## config.mk

```make
export PLATFORM = sky130hd
export DESIGN_NAME = procyon_core
export DESIGN_NICKNAME = d
export VERILOG_FILES = /design/src/source/procyon_pkg.sv /design/src/source/procyon_dispatch.sv /design/src/source/procyon_register_map.sv /design/src/source/procyon_lane.sv /design/src/source/procyon_reorder_buffer.sv /design/src/source/procyon_core.sv
export VERILOG_INCLUDE_DIRS = /design/src /design/src/source
export SDC_FILE = /design/constraint.sdc
export NUM_CORES = 2
export LEC_CHECK = 0
export BUFFER_PORTS_ARGS = -buffer_cell sky130_fd_sc_hd__buf_2
export CORE_MARGIN = 2
export CORE_UTILIZATION = 55
export DETAILED_ROUTE_END_ITERATION = 10
export PLACE_DENSITY = 0.71
export SLEW_MARGIN = 20
export SYNTH_ARGS = -nofsm -noshare
export SYNTH_HDL_FRONTEND = slang
export SYNTH_HIERARCHICAL = 1
export SYNTH_SLANG_ARGS = --single-unit
```

## constraint.sdc

```tcl
create_clock -name clk -period 5.9 [get_ports clk]
set_input_delay 0.59 -clock clk [delete_from_list [all_inputs] [get_ports clk]]
set_output_delay 0.59 -clock clk [all_outputs]
set_load 0.05 [all_outputs]
```

## src/source/procyon_settings.svh

```systemverilog
`ifndef PROCYON_SETTINGS_SVH
`define PROCYON_SETTINGS_SVH

// Datapath and register file
`define DATA_WIDTH 32
`define REG_COUNT  32

// Execution lanes with one CDB slot each
`define LANE_COUNT 2
`define RS_DEPTH   2

// Reorder buffer
// TAG_WIDTH is log2 of ROB_DEPTH
`define ROB_DEPTH  8
`define TAG_WIDTH  3

`endif

```

## src/source/procyon_pkg.sv

```systemverilog
`include "procyon_settings.svh"

package procyon_pkg;

    typedef logic [`DATA_WIDTH-1:0] procyon_data_t;
    typedef logic [4:0]             procyon_reg_t;
    typedef logic [`TAG_WIDTH-1:0]  procyon_tag_t;

    typedef enum logic [2:0] {
        ALU_ADD = 3'b000,
        ALU_SUB = 3'b001,
        ALU_AND = 3'b010,
        ALU_OR  = 3'b011,
        ALU_XOR = 3'b100
    } procyon_alu_op_t;

    typedef struct packed {
        logic [6:0]   funct7;
        procyon_reg_t rs2;
        procyon_reg_t rs1;
        logic [2:0]   funct3;
        procyon_reg_t rd;
        logic [6:0]   opcode;
    } procyon_r_insn_t;

    typedef struct packed {
        logic [11:0]  imm;
        procyon_reg_t rs1;
        logic [2:0]   funct3;
        procyon_reg_t rd;
        logic [6:0]   opcode;
    } procyon_i_insn_t;

    // One instruction word read through either layout
    typedef union packed {
        procyon_r_insn_t r;
        procyon_i_insn_t i;
    } procyon_insn_t;

endpackage

```

## src/source/procyon_dispatch.sv

```systemverilog
`timescale 1ns/1ns
`include "procyon_settings.svh"

module procyon_dispatch (
    input  logic                          clk,
    input  logic                          i_rst_n,

    input  logic                          i_insn_valid,
    input  procyon_pkg::procyon_insn_t    i_insn,
    output logic                          o_dispatch_stall,

    input  logic                          i_rob_full,
    input  procyon_pkg::procyon_tag_t     i_rob_alloc_tag,
    input  logic                          i_rs_full         [0:`LANE_COUNT-1],

    input  logic                          i_regmap_rdy      [0:1],
    input  procyon_pkg::procyon_data_t    i_regmap_data     [0:1],
    input  procyon_pkg::procyon_tag_t     i_regmap_tag      [0:1],
    input  logic                          i_rob_lookup_done [0:1],
    input  procyon_pkg::procyon_data_t    i_rob_lookup_data [0:1],

    input  logic                          i_cdb_en          [0:`LANE_COUNT-1],
    input  procyon_pkg::procyon_tag_t     i_cdb_tag         [0:`LANE_COUNT-1],
    input  procyon_pkg::procyon_data_t    i_cdb_data        [0:`LANE_COUNT-1],

    output procyon_pkg::procyon_reg_t     o_regmap_rsrc     [0:1],
    output logic                          o_rename_en,
    output procyon_pkg::procyon_reg_t     o_rename_rdest,
    output logic                          o_rob_enq_en,
    output procyon_pkg::procyon_reg_t     o_rob_enq_rdest,
    output procyon_pkg::procyon_tag_t     o_rob_lookup_tag  [0:1],

    output logic                          o_rs_en           [0:`LANE_COUNT-1],
    output procyon_pkg::procyon_alu_op_t  o_rs_op,
    output procyon_pkg::procyon_data_t    o_rs_src_data     [0:1],
    output logic                          o_rs_src_rdy      [0:1],
    output procyon_pkg::procyon_tag_t     o_rs_src_tag      [0:1],
    output procyon_pkg::procyon_tag_t     o_rs_dst_tag
);

    localparam logic [6:0] OPCODE_OP = 7'b0110011;

    logic                       is_rtype;
    logic                       accept;
    logic                       stall_now;
    logic                       stall_q;
    logic                       none_free;
    logic                       pick [0:`LANE_COUNT-1];
    procyon_pkg::procyon_data_t imm_data;

    // Anything that is not OP is OP-IMM here
    assign is_rtype = (i_insn.r.opcode == OPCODE_OP);
    assign imm_data = {{(`DATA_WIDTH-12){i_insn.i.imm[11]}}, i_insn.i.imm};

    always_comb begin
        case (i_insn.r.funct3)
            3'b000: begin
                if (is_rtype && i_insn.r.funct7[5]) begin
                    o_rs_op = procyon_pkg::ALU_SUB;
                end else begin
                    o_rs_op = procyon_pkg::ALU_ADD;
                end
            end
            3'b100:  o_rs_op = procyon_pkg::ALU_XOR;
            3'b110:  o_rs_op = procyon_pkg::ALU_OR;
            3'b111:  o_rs_op = procyon_pkg::ALU_AND;
            default: o_rs_op = procyon_pkg::ALU_ADD;
        endcase
    end

    assign o_regmap_rsrc[0] = i_insn.r.rs1;
    assign o_regmap_rsrc[1] = i_insn.r.rs2;

    // Operand from regmap, then a done ROB entry, then this cycle's CDB
    always_comb begin
        for (int s = 0; s < 2; s++) begin
            o_rob_lookup_tag[s] = i_regmap_tag[s];
            o_rs_src_tag[s]     = i_regmap_tag[s];
            o_rs_src_rdy[s]     = i_regmap_rdy[s];
            o_rs_src_data[s]    = i_regmap_data[s];
            if (!i_regmap_rdy[s]) begin
                if (i_rob_lookup_done[s]) begin
                    o_rs_src_rdy[s]  = 1'b1;
                    o_rs_src_data[s] = i_rob_lookup_data[s];
                end
                for (int k = 0; k < `LANE_COUNT; k++) begin
                    if (i_cdb_en[k] && (i_cdb_tag[k] == i_regmap_tag[s])) begin
                        o_rs_src_rdy[s]  = 1'b1;
                        o_rs_src_data[s] = i_cdb_data[k];
                    end
                end
            end
        end
        if (!is_rtype) begin
            o_rs_src_rdy[1]  = 1'b1;
            o_rs_src_data[1] = imm_data;
        end
    end

    // Lowest-numbered lane with a free slot
    always_comb begin
        none_free = 1'b1;
        for (int k = 0; k < `LANE_COUNT; k++) begin
            pick[k] = none_free && !i_rs_full[k];
            if (!i_rs_full[k]) begin
                none_free = 1'b0;
            end
        end
    end

    assign stall_now        = i_rob_full || none_free;
    assign o_dispatch_stall = stall_now || stall_q;
    assign accept           = i_insn_valid && !o_dispatch_stall;

    // Stall is held one cycle past the full condition
    always_ff @(posedge clk) begin
        if (!i_rst_n) begin
            stall_q <= 1'b0;
        end else begin
            stall_q <= stall_now;
        end
    end

    always_comb begin
        for (int k = 0; k < `LANE_COUNT; k++) begin
            o_rs_en[k] = accept && pick[k];
        end
    end

    assign o_rename_en     = accept;
    assign o_rename_rdest  = i_insn.r.rd;
    assign o_rob_enq_en    = accept;
    assign o_rob_enq_rdest = i_insn.r.rd;
    assign o_rs_dst_tag    = i_rob_alloc_tag;

endmodule

```

## src/source/procyon_register_map.sv

```systemverilog
`timescale 1ns/1ns
`include "procyon_settings.svh"

module procyon_register_map (
    input  logic                        clk,
    input  logic                        i_rst_n,

    input  procyon_pkg::procyon_reg_t   i_lookup_rsrc  [0:1],
    output logic                        o_lookup_rdy   [0:1],
    output procyon_pkg::procyon_data_t  o_lookup_data  [0:1],
    output procyon_pkg::procyon_tag_t   o_lookup_tag   [0:1],

    input  logic                        i_rename_en,
    input  procyon_pkg::procyon_reg_t   i_rename_rdest,
    input  procyon_pkg::procyon_tag_t   i_rename_tag,

    input  logic                        i_retire_en,
    input  procyon_pkg::procyon_reg_t   i_retire_rdest,
    input  procyon_pkg::procyon_tag_t   i_retire_tag,
    input  procyon_pkg::procyon_data_t  i_retire_data
);

    procyon_pkg::procyon_data_t regs    [0:`REG_COUNT-1];
    logic                       pending [0:`REG_COUNT-1];
    procyon_pkg::procyon_tag_t  tags    [0:`REG_COUNT-1];

    // x0 reads as a ready zero
    always_comb begin
        for (int s = 0; s < 2; s++) begin
            o_lookup_rdy[s]  = (i_lookup_rsrc[s] == '0) || !pending[i_lookup_rsrc[s]];
            o_lookup_data[s] = (i_lookup_rsrc[s] == '0) ? '0 : regs[i_lookup_rsrc[s]];
            o_lookup_tag[s]  = tags[i_lookup_rsrc[s]];
        end
    end

    always_ff @(posedge clk) begin
        if (!i_rst_n) begin
            for (int r = 0; r < `REG_COUNT; r++) begin
                regs[r]    <= '0;
                pending[r] <= 1'b0;
                tags[r]    <= '0;
            end
        end else begin
            if (i_retire_en && (i_retire_rdest != '0)) begin
                regs[i_retire_rdest] <= i_retire_data;
                // Younger rename keeps the register pending
                if (tags[i_retire_rdest] == i_retire_tag) begin
                    pending[i_retire_rdest] <= 1'b0;
                end
            end
            if (i_rename_en && (i_rename_rdest != '0)) begin
                pending[i_rename_rdest] <= 1'b1;
                tags[i_rename_rdest]    <= i_rename_tag;
            end
        end
    end

endmodule

```

## src/source/procyon_lane.sv

```systemverilog
`timescale 1ns/1ns
`include "procyon_settings.svh"

module procyon_lane (
    input  logic                          clk,
    input  logic                          i_rst_n,

    input  logic                          i_rs_en,
    input  procyon_pkg::procyon_alu_op_t  i_rs_op,
    input  procyon_pkg::procyon_data_t    i_rs_src_data [0:1],
    input  logic                          i_rs_src_rdy  [0:1],
    input  procyon_pkg::procyon_tag_t     i_rs_src_tag  [0:1],
    input  procyon_pkg::procyon_tag_t     i_rs_dst_tag,
    output logic                          o_rs_full,

    input  logic                          i_cdb_en      [0:`LANE_COUNT-1],
    input  procyon_pkg::procyon_tag_t     i_cdb_tag     [0:`LANE_COUNT-1],
    input  procyon_pkg::procyon_data_t    i_cdb_data    [0:`LANE_COUNT-1],

    output logic                          o_cdb_en,
    output procyon_pkg::procyon_tag_t     o_cdb_tag,
    output procyon_pkg::procyon_data_t    o_cdb_data
);

    localparam int IDX_W = (`RS_DEPTH > 1) ? $clog2(`RS_DEPTH) : 1;

    logic                         slot_valid [0:`RS_DEPTH-1];
    procyon_pkg::procyon_alu_op_t slot_op    [0:`RS_DEPTH-1];
    procyon_pkg::procyon_data_t   slot_data  [0:`RS_DEPTH-1][0:1];
    logic                         slot_rdy   [0:`RS_DEPTH-1][0:1];
    procyon_pkg::procyon_tag_t    slot_tag   [0:`RS_DEPTH-1][0:1];
    procyon_pkg::procyon_tag_t    slot_dst   [0:`RS_DEPTH-1];

    logic                         issue_en;
    logic [IDX_W-1:0]             issue_idx;
    logic [IDX_W-1:0]             alloc_idx;
    procyon_pkg::procyon_data_t   alu_a;
    procyon_pkg::procyon_data_t   alu_b;
    procyon_pkg::procyon_data_t   alu_result;

    // Descending scan leaves the lowest index selected
    always_comb begin
        o_rs_full = 1'b1;
        issue_en  = 1'b0;
        issue_idx = '0;
        alloc_idx = '0;
        for (int i = `RS_DEPTH-1; i >= 0; i--) begin
            if (!slot_valid[i]) begin
                o_rs_full = 1'b0;
                alloc_idx = IDX_W'(i);
            end
            if (slot_valid[i] && slot_rdy[i][0] && slot_rdy[i][1]) begin
                issue_en  = 1'b1;
                issue_idx = IDX_W'(i);
            end
        end
    end

    assign alu_a = slot_data[issue_idx][0];
    assign alu_b = slot_data[issue_idx][1];

    always_comb begin
        case (slot_op[issue_idx])
            procyon_pkg::ALU_SUB: alu_result = alu_a - alu_b;
            procyon_pkg::ALU_AND: alu_result = alu_a & alu_b;
            procyon_pkg::ALU_OR:  alu_result = alu_a | alu_b;
            procyon_pkg::ALU_XOR: alu_result = alu_a ^ alu_b;
            default:              alu_result = alu_a + alu_b;
        endcase
    end

    always_ff @(posedge clk) begin
        if (!i_rst_n) begin
            for (int i = 0; i < `RS_DEPTH; i++) begin
                slot_valid[i] <= 1'b0;
            end
            o_cdb_en <= 1'b0;
        end else begin
            o_cdb_en <= issue_en;
            if (issue_en) begin
                slot_valid[issue_idx] <= 1'b0;
            end
            if (i_rs_en) begin
                slot_valid[alloc_idx] <= 1'b1;
            end
        end
    end

    always_ff @(posedge clk) begin
        // Wakeup on any CDB slot carrying a waited-for tag
        for (int i = 0; i < `RS_DEPTH; i++) begin
            for (int s = 0; s < 2; s++) begin
                for (int k = 0; k < `LANE_COUNT; k++) begin
                    if (!slot_rdy[i][s] && i_cdb_en[k] && (i_cdb_tag[k] == slot_tag[i][s])) begin
                        slot_rdy[i][s]  <= 1'b1;
                        slot_data[i][s] <= i_cdb_data[k];
                    end
                end
            end
        end
        if (i_rs_en) begin
            slot_op[alloc_idx]  <= i_rs_op;
            slot_dst[alloc_idx] <= i_rs_dst_tag;
            for (int s = 0; s < 2; s++) begin
                slot_data[alloc_idx][s] <= i_rs_src_data[s];
                slot_rdy[alloc_idx][s]  <= i_rs_src_rdy[s];
                slot_tag[alloc_idx][s]  <= i_rs_src_tag[s];
            end
        end
        o_cdb_tag  <= slot_dst[issue_idx];
        o_cdb_data <= alu_result;
    end

endmodule

```

## src/source/procyon_reorder_buffer.sv

```systemverilog
`timescale 1ns/1ns
`include "procyon_settings.svh"

module procyon_reorder_buffer (
    input  logic                        clk,
    input  logic                        i_rst_n,

    input  logic                        i_enq_en,
    input  procyon_pkg::procyon_reg_t   i_enq_rdest,
    output logic                        o_full,
    output procyon_pkg::procyon_tag_t   o_alloc_tag,

    input  procyon_pkg::procyon_tag_t   i_lookup_tag  [0:1],
    output logic                        o_lookup_done [0:1],
    output procyon_pkg::procyon_data_t  o_lookup_data [0:1],

    input  logic                        i_cdb_en      [0:`LANE_COUNT-1],
    input  procyon_pkg::procyon_tag_t   i_cdb_tag     [0:`LANE_COUNT-1],
    input  procyon_pkg::procyon_data_t  i_cdb_data    [0:`LANE_COUNT-1],

    output logic                        o_retire_en,
    output procyon_pkg::procyon_reg_t   o_retire_rdest,
    output procyon_pkg::procyon_tag_t   o_retire_tag,
    output procyon_pkg::procyon_data_t  o_retire_data
);

    logic                       entry_done  [0:`ROB_DEPTH-1];
    procyon_pkg::procyon_reg_t  entry_rdest [0:`ROB_DEPTH-1];
    procyon_pkg::procyon_data_t entry_data  [0:`ROB_DEPTH-1];

    procyon_pkg::procyon_tag_t  head;
    procyon_pkg::procyon_tag_t  tail;
    logic [`TAG_WIDTH:0]        count;

    assign o_full      = (count == `ROB_DEPTH);
    assign o_alloc_tag = tail;

    always_comb begin
        for (int s = 0; s < 2; s++) begin
            o_lookup_done[s] = entry_done[i_lookup_tag[s]];
            o_lookup_data[s] = entry_data[i_lookup_tag[s]];
        end
    end

    // Head leaves in the cycle after its result was captured
    assign o_retire_en    = (count != '0) && entry_done[head];
    assign o_retire_rdest = entry_rdest[head];
    assign o_retire_tag   = head;
    assign o_retire_data  = entry_data[head];

    always_ff @(posedge clk) begin
        if (!i_rst_n) begin
            head  <= '0;
            tail  <= '0;
            count <= '0;
        end else begin
            if (i_enq_en) begin
                tail <= tail + 1'b1;
            end
            if (o_retire_en) begin
                head <= head + 1'b1;
            end
            case ({i_enq_en, o_retire_en})
                2'b10:   count <= count + 1'b1;
                2'b01:   count <= count - 1'b1;
                default: count <= count;
            endcase
        end
    end

    always_ff @(posedge clk) begin
        for (int k = 0; k < `LANE_COUNT; k++) begin
            if (i_cdb_en[k]) begin
                entry_done[i_cdb_tag[k]] <= 1'b1;
                entry_data[i_cdb_tag[k]] <= i_cdb_data[k];
            end
        end
        if (i_enq_en) begin
            entry_done[tail]  <= 1'b0;
            entry_rdest[tail] <= i_enq_rdest;
        end
    end

endmodule

```

## src/source/procyon_core.sv

```systemverilog
`timescale 1ns/1ns
`include "procyon_settings.svh"

module procyon_core (
    input  logic                        clk,
    input  logic                        i_rst_n,
    input  logic                        i_insn_valid,
    input  procyon_pkg::procyon_insn_t  i_insn,
    output logic                        o_dispatch_stall,
    output logic                        o_retire_en,
    output procyon_pkg::procyon_reg_t   o_retire_rdest,
    output procyon_pkg::procyon_data_t  o_retire_data
);

    logic                         rob_full;
    procyon_pkg::procyon_tag_t    rob_alloc_tag;
    logic                         rob_enq_en;
    procyon_pkg::procyon_reg_t    rob_enq_rdest;
    procyon_pkg::procyon_tag_t    rob_lookup_tag  [0:1];
    logic                         rob_lookup_done [0:1];
    procyon_pkg::procyon_data_t   rob_lookup_data [0:1];
    procyon_pkg::procyon_tag_t    retire_tag;

    procyon_pkg::procyon_reg_t    regmap_rsrc     [0:1];
    logic                         regmap_rdy      [0:1];
    procyon_pkg::procyon_data_t   regmap_data     [0:1];
    procyon_pkg::procyon_tag_t    regmap_tag      [0:1];
    logic                         rename_en;
    procyon_pkg::procyon_reg_t    rename_rdest;

    logic                         rs_en           [0:`LANE_COUNT-1];
    logic                         rs_full         [0:`LANE_COUNT-1];
    procyon_pkg::procyon_alu_op_t rs_op;
    procyon_pkg::procyon_data_t   rs_src_data     [0:1];
    logic                         rs_src_rdy      [0:1];
    procyon_pkg::procyon_tag_t    rs_src_tag      [0:1];
    procyon_pkg::procyon_tag_t    rs_dst_tag;

    logic                         cdb_en          [0:`LANE_COUNT-1];
    procyon_pkg::procyon_tag_t    cdb_tag         [0:`LANE_COUNT-1];
    procyon_pkg::procyon_data_t   cdb_data        [0:`LANE_COUNT-1];

    procyon_dispatch dispatch0 (
        .clk(clk),
        .i_rst_n(i_rst_n),
        .i_insn_valid(i_insn_valid),
        .i_insn(i_insn),
        .o_dispatch_stall(o_dispatch_stall),
        .i_rob_full(rob_full),
        .i_rob_alloc_tag(rob_alloc_tag),
        .i_rs_full(rs_full),
        .i_regmap_rdy(regmap_rdy),
        .i_regmap_data(regmap_data),
        .i_regmap_tag(regmap_tag),
        .i_rob_lookup_done(rob_lookup_done),
        .i_rob_lookup_data(rob_lookup_data),
        .i_cdb_en(cdb_en),
        .i_cdb_tag(cdb_tag),
        .i_cdb_data(cdb_data),
        .o_regmap_rsrc(regmap_rsrc),
        .o_rename_en(rename_en),
        .o_rename_rdest(rename_rdest),
        .o_rob_enq_en(rob_enq_en),
        .o_rob_enq_rdest(rob_enq_rdest),
        .o_rob_lookup_tag(rob_lookup_tag),
        .o_rs_en(rs_en),
        .o_rs_op(rs_op),
        .o_rs_src_data(rs_src_data),
        .o_rs_src_rdy(rs_src_rdy),
        .o_rs_src_tag(rs_src_tag),
        .o_rs_dst_tag(rs_dst_tag)
    );

    procyon_register_map register_map0 (
        .clk(clk),
        .i_rst_n(i_rst_n),
        .i_lookup_rsrc(regmap_rsrc),
        .o_lookup_rdy(regmap_rdy),
        .o_lookup_data(regmap_data),
        .o_lookup_tag(regmap_tag),
        .i_rename_en(rename_en),
        .i_rename_rdest(rename_rdest),
        .i_rename_tag(rob_alloc_tag),
        .i_retire_en(o_retire_en),
        .i_retire_rdest(o_retire_rdest),
        .i_retire_tag(retire_tag),
        .i_retire_data(o_retire_data)
    );

    genvar k;
    generate
        for (k = 0; k < `LANE_COUNT; k++) begin : gen_lane
            procyon_lane lane0 (
                .clk(clk),
                .i_rst_n(i_rst_n),
                .i_rs_en(rs_en[k]),
                .i_rs_op(rs_op),
                .i_rs_src_data(rs_src_data),
                .i_rs_src_rdy(rs_src_rdy),
                .i_rs_src_tag(rs_src_tag),
                .i_rs_dst_tag(rs_dst_tag),
                .o_rs_full(rs_full[k]),
                .i_cdb_en(cdb_en),
                .i_cdb_tag(cdb_tag),
                .i_cdb_data(cdb_data),
                .o_cdb_en(cdb_en[k]),
                .o_cdb_tag(cdb_tag[k]),
                .o_cdb_data(cdb_data[k])
            );
        end
    endgenerate

    procyon_reorder_buffer reorder_buffer0 (
        .clk(clk),
        .i_rst_n(i_rst_n),
        .i_enq_en(rob_enq_en),
        .i_enq_rdest(rob_enq_rdest),
        .o_full(rob_full),
        .o_alloc_tag(rob_alloc_tag),
        .i_lookup_tag(rob_lookup_tag),
        .o_lookup_done(rob_lookup_done),
        .o_lookup_data(rob_lookup_data),
        .i_cdb_en(cdb_en),
        .i_cdb_tag(cdb_tag),
        .i_cdb_data(cdb_data),
        .o_retire_en(o_retire_en),
        .o_retire_rdest(o_retire_rdest),
        .o_retire_tag(retire_tag),
        .o_retire_data(o_retire_data)
    );

endmodule

```

# [After elaboration in Yosys (flattened, before gate mapping)]
# Memory sizes are Yosys's and may differ from the RTL's. A register that Yosys moved wholly into a read port is not among the register bits.
# Index checks and enable logic that the tools add are counted.
[totals] mem_bits_rw=1772 mem_count=18 word_cells=326 input_bits=35 output_inout_bits=39 ff_bits=77
[op_classes] bitwise=22 n_eq_ne=36 muxes=150 n_addsub=8 reduce_logical=84
[memory_table] memory="register_map0.regs" depth=32 width=32 rd=2 rd_clocked_by_memory_dff=0 wr=32 line_no="procyon_register_map.sv:23" rtl="procyon_pkg::procyon_data_t regs [0:`REG_COUNT-1];"
[memory_table] memory="reorder_buffer0.entry_data" depth=8 width=32 rd=3 rd_clocked_by_memory_dff=1 wr=2 line_no="procyon_reorder_buffer.sv:29" rtl="procyon_pkg::procyon_data_t entry_data [0:`ROB_DEPTH-1];"
[memory_table] memory="gen_lane[0].lane0.slot_data" depth=2 width=64 rd=1 rd_clocked_by_memory_dff=0 wr=3 line_no="procyon_lane.sv:29" rtl="procyon_pkg::procyon_data_t slot_data [0:`RS_DEPTH-1][0:1];"
[memory_table] memory="gen_lane[1].lane0.slot_data" depth=2 width=64 rd=1 rd_clocked_by_memory_dff=0 wr=3 line_no="procyon_lane.sv:29"
[memory_table] memory="register_map0.tags" depth=32 width=3 rd=3 rd_clocked_by_memory_dff=0 wr=32 line_no="procyon_register_map.sv:25" rtl="procyon_pkg::procyon_tag_t tags [0:`REG_COUNT-1];"
[memory_table] memory="reorder_buffer0.entry_rdest" depth=8 width=5 rd=1 rd_clocked_by_memory_dff=1 wr=1 line_no="procyon_reorder_buffer.sv:28" rtl="procyon_pkg::procyon_reg_t entry_rdest [0:`ROB_DEPTH-1];"
[memory_table] memory="12 more memories"
[op_table] op="$mux W32" n=20
[op_table] op="$pmux W32 S4" n=2
[op_table] op="$mux W1" n=115
[op_table] op="$add A32 B32 Y32" n=2
[op_table] op="$and A32 B32 Y32" n=2
[op_table] op="$or A32 B32 Y32" n=2
[op_table] op="$sub A32 B32 Y32" n=2
[op_table] op="$xor A32 B32 Y32" n=2
[op_table] op="$eq A3 B3 Y1" n=21
[op_table] op="$logic_and A1 B1 Y1" n=52
[op_table] op="$reduce_or A32 Y1" n=1
[op_table] op="$mux W3" n=7
[op_table] op="$mux W5" n=4
[op_table] op="$or A1 B1 Y1" n=16
[op_table] op="$eq A3 B3 Y1 const B" n=5
[op_table] op="$logic_not A1 Y1" n=13
[op_table] op="$eq A3 B2 Y1 const B" n=4
[op_table] op="$pmux W3 S4" n=1
[op_table] op="$logic_not A5 Y1" n=2
[op_table] op="$reduce_bool A5 Y1" n=2
[op_table] op="$pmux W4 S2" n=1
[op_table] op="$eq A7 B6 Y1 const B" n=1
[op_table] op="$add A3 B1 Y3 const B" n=2
[op_table] op="$eq A3 B1 Y1 const B" n=2
[op_table] op="other kinds (11)" n=19

# [Logic depth before layout (Yosys ltp)]
# An unclocked memory read counts as a cell.
[depth] ltp_word=15 mapped_depth=25 ltp_nobuf=20

# [Cells and area by module]
# Netlist, hierarchy kept.
[modules_own_cells] mod="procyon_register_map" area_per_inst_um2=62088.3 cells_each=3865 seq_area_each_um2=34272.9 instances=1
[modules_own_cells] mod="procyon_reorder_buffer" area_per_inst_um2=19439.9 cells_each=1079 seq_area_each_um2=9308.9 instances=1
[modules_own_cells] mod="procyon_lane at gen_lane[0].lane0" area_per_inst_um2=13605.5 cells_each=1416 seq_area_each_um2=5405.2 instances=1
[modules_own_cells] mod="procyon_lane at gen_lane[1].lane0" area_per_inst_um2=13524.2 cells_each=1414 seq_area_each_um2=5405.2 instances=1
[modules_own_cells] mod="procyon_dispatch" area_per_inst_um2=3389.5 cells_each=422 seq_area_each_um2=20.0 instances=1

# [Worst setup path after synthesis]
# Ideal clock, no wire load.
[synth_timing] path_kind="reg-to-reg" start="reg (tool-made name)" end="mem register_map0/regs[24][0] in the netlist's numbering, enable pin" path_slack_ns=0.448 synth_period_minus_slack_ns=5.452 n_path_buf=7 required_ns=5.434 arrival_time_ns=4.986 setup_time_ns=0.466 stages_incl_launch_ff=13 cell_sequence="dfxtp_1 -> buf_6 -> buf_12 -> buf_6 -> mux4_1 -> mux2_2 -> buf_6 -> buf_4 -> buf_4 -> nor3_1 -> o21ai_0 -> clkbuf_1 -> o21ai_0"
[synth_rtl] element="end, declared" line_no="procyon_register_map.sv:23"

==> run_results.csv <==
group,metric,value,unit
timing,timing_max_transition_violations_final,0,
yosys,yosys_warnings,6,
clocking,clk_path_buf_depth,3,
yosys,synth_edf_count,1720,
drt,detailroute.wirelength.met3,47.1,mm
clocking,worst_setup_hold_path_clk_slew,60,ps
setup_path,data_required_time_of_the_critical_path,6690,ps
yosys,synth.ff_latch_count,1858,
power_and_ir_drop,leakage,46.2,nW
timing,hold_viol_final,0,
floorplan,fp.dieH,455,um
timing,fin_setup_tns,0,ps
drt,routed-via-count,77500,
setup_path,regToRegEndpoint,"gen_lane[0].lane0/o_cdb_data[29]",
yosys,syn_std_cell_area,0.112,mm^2
drt,detail_route.drc_violations,0,
floorplan,dieArea,0.207,mm^2
timing,report.final.setup_viol,0,
yosys,synth_cells,8196,
floorplan,floorplan.initialDensity,0.554,
drt,drtIter0Drc,11400,
drt,drt_pass1_iterations,7,
min_path,holdCritStartpoint,"i_insn[7]",
setup_path,critPathMaxFanout,37,
min_path,worstHoldPathCells,1,
yosys,synth.distinct_cells,112,
setup_path,setup.worst_path.class,"reg -> reg",
power_and_ir_drop,power.density_cell_area,351,mW/mm^2
layout,fin_util,0.607,
timing,setup_repair_after_global_routing_missed_its_margin,"false",
setup_path,worstSetupStartpointType,"flip-flop",
power_and_ir_drop,finalPower,43.1,mW
timing,final.min_clock_period,5650,ps
global_routing,grt_antenna_before_repair,13,
clocking,cts-resized-gates,0,
drt,wirelength,382,mm
layout,num-nets-final,8288,
drt,met1_length,133,mm
yosys,synth.yosys.seq_area_share,0.486,
yosys,synth-main-ff-cell,"sky130_fd_sc_hd__edfxtp_1",
layout,mostFrequentLayoutCell,"sky130_fd_sc_hd__edfxtp_1",
clocking,cts_hold_buffers,0,
global_routing,globalRouteOverflowTotal,0,
layout,most-common-layout-cells,"sky130_fd_sc_hd__edfxtp_1, sky130_fd_sc_hd__and2_1, sky130_fd_sc_hd__mux4_2",
global_routing,grt_use_total,0.367,
clocking,number_of_buffers_inserted_by_post_cts_setup_repair,0,
clocking,tritoncts,"built",
setup_path,worstPathArrival,6440,ps
power_and_ir_drop,max-vdd-ir-drop,0.302,mV
setup_path,reg2reg_depth,19,
timing,min_period_over_period,0.957,
floorplan,core-area,0.202,mm^2
yosys,syn_area_per_cell,13.7,um^2
clocking,clock_tree.root_cell,"sky130_fd_sc_hd__clkbuf_16",
floorplan,io-pin-count,74,
timing,slew-limit-headroom,0.168,
layout,final_layout_size_suffix_gt1_frac,0.262,
min_path,min_delay_worst_endpoint,"reorder_buffer0/entry_rdest[5][0]",
setup_path,endpoint_kind,"flip-flop",
global_routing,via_count_of_the_first_global_routing_pass,76300,
layout,synthToLayoutAreaGrowth,9.68,%
clocking,worstSkewPairLatency,910,ps
floorplan,placementRows,165,
drt,drt-vias-per-instance,7.10,
timing,fmaxAchievable,177,MHz
min_path,hold_crit_path_type,"in -> reg",
clocking,cts_buffers,200,
place,finalWeightedCongestion,1.01,
drt,routedWlPerCell,35.0,um
run_status,run_status,"complete, no violations",
timing,fin_hold_ws,69.3,ps
global_routing,grt_pass1_wl,545,mm
floorplan,fp.dieW,455,um
setup_path,timing.rr.start,"gen_lane[0].lane0/slot_rdy[0][1]",
global_routing,grt_max_degree,135,
timing,fin_skew,80.2,ps
clocking,cts.sink_count,1858,
drt,wl_met2,176,mm
drt,top_layer,"met5",
clocking,cts_max_level,4,
place,dp_hpwl,241,mm
run,max_cap_viol_count,0,
place,numPortBuffers,73,
setup_path,reg2reg_setup_slack,250,ps
timing,max_slew.worst_pin.slew,1240,ps
yosys,asyncSetResetFlopFracSynth,0,
drt,final_antenna_net_count,0,
==> metrics by stage <==
stage	instances	cell area [um^2]	setup slack, ps
6_report	10900	123000	251
2_1_floorplan	8230	112000	448
3_3_place_gp	10500	116000	418
4_1_cts	10900	123000	421
3_5_place_dp	10500	116000	447
5_1_grt	10900	123000	38.5
==> per-layer routing <==
layer / GRT usage / vias up
met5: 0 / -
met4: 0.207 / 2
met3: 0.0853 / 1301
met2: 0.573 / 5716
met1: 0.474 / 39100
li1: - / 31300
==> cell type report <==
type                            instances  area, um^2
Inverter                              183         697
Clock inverter                        118        1410
Sequential cell                      1858       54400
Fill cell                           15200       79400
Antenna cell                            5        12.5
Timing Repair Buffer                  378        3010
Multi-Input combinational cell       5433       54600
Tap cell                             2672        3340
Clock buffer                          260        5340
==> cells in the mapped netlist, drive strengths merged (18+ instances only) <==
cell type / n / area [um^2]
o221ai: 46 / 409
and2: 1012 / 6330
o32ai: 23 / 344
and3: 100 / 626
a21oi: 142 / 714
xor2: 53 / 464
buf: 296 / 1650
a221oi: 29 / 392
a31oi: 39 / 250
nor3: 91 / 470
nor2b: 18 / 113
nor2: 246 / 926
mux2: 405 / 4560
a211oi: 40 / 300
ha: 197 / 2460
xnor2: 127 / 1120
o22ai: 28 / 181
o21ai: 409 / 2050
a22oi: 43 / 323
edfxtp: 1720 / 51600
clkbuf: 460 / 1730
nand2b: 31 / 194
nand3: 45 / 225
mux2i: 539 / 5400
nor3b: 33 / 282
mux4: 926 / 21100
nor4: 23 / 165
nand3b: 18 / 139
or4: 25 / 195
dfxtp: 138 / 2760
nand2: 478 / 1800
inv: 183 / 687
a21o: 31 / 233
==> power by group <==
group | switching, mW | internal (mW)
Clock | 5.61 | 7.44
Combinational | 7.68 | 5.19
Sequential | 1.27 | 16.0
==> kinds of logic after synthesis <==
logic type	count (synthesis)	synth area share
AO/OA/AOI/OAI	962	0.0575
AND/OR/NAND/NOR	2187	0.107
XOR/XNOR	180	0.0141
multiplexers	1870	0.277
flip-flops	1858	0.486
other	1	0.0000335
buffers and inverters	939	0.0363
adder cells (fa/ha/maj)	199	0.0224
==> critical path, stage by stage (launching register included) <==
cell	delay, ps
sky130_fd_sc_hd__dfxtp_1	380
sky130_fd_sc_hd__nand3_1	340
sky130_fd_sc_hd__buf_4	290
sky130_fd_sc_hd__nand2_4	240
sky130_fd_sc_hd__buf_12	330
sky130_fd_sc_hd__buf_4	540
sky130_fd_sc_hd__mux2i_1	510
sky130_fd_sc_hd__a21oi_1	170
sky130_fd_sc_hd__xnor2_1	170
sky130_fd_sc_hd__ha_1	350
sky130_fd_sc_hd__nand2_1	210
sky130_fd_sc_hd__a2111oi_0	90
sky130_fd_sc_hd__buf_4	150
sky130_fd_sc_hd__nor3_1	740
sky130_fd_sc_hd__nor3b_1	130
sky130_fd_sc_hd__buf_4	200
sky130_fd_sc_hd__nor4_1	320
sky130_fd_sc_hd__buf_4	180
sky130_fd_sc_hd__o2111ai_1	120
sky130_fd_sc_hd__nand3_1	90
==> registers in the layout, summed over array words and instances, names as in the netlist, 6 cells and up, named ones only <==
signal                       cells
gen_lane.lane0/o_cdb_data       64
gen_lane.lane0/slot_rdy          8
register_map0/regs            1024
reorder_buffer0/entry_done       8
reorder_buffer0/entry_rdest     40
reorder_buffer0/entry_data     256
gen_lane.lane0/o_cdb_tag         6
gen_lane.lane0/slot_op          12
register_map0/pending           32
gen_lane.lane0/slot_tag         24
gen_lane.lane0/slot_data       256
gen_lane.lane0/slot_dst         12
register_map0/tags              96
==> worst max path at each step <==
stage                                           from                          endpoint  slack (ps)  depth (start not counted)
floorplan                                  flip-flop         register_map0/regs[24][0]         450                         12
global placement    gen_lane[0].lane0/slot_rdy[0][1]  gen_lane[0].lane0/o_cdb_data[29]         420                         21
detailed placement  gen_lane[0].lane0/slot_rdy[0][1]  gen_lane[0].lane0/o_cdb_data[29]         450                         19
CTS                 gen_lane[0].lane0/slot_rdy[0][0]  gen_lane[0].lane0/o_cdb_data[29]         420                         19
global route        gen_lane[0].lane0/slot_rdy[0][1]  gen_lane[0].lane0/o_cdb_data[29]          40                         22
finish              gen_lane[0].lane0/slot_rdy[0][1]  gen_lane[0].lane0/o_cdb_data[29]         250                         19
No activity file was read; power rests on OpenSTA's default activity.
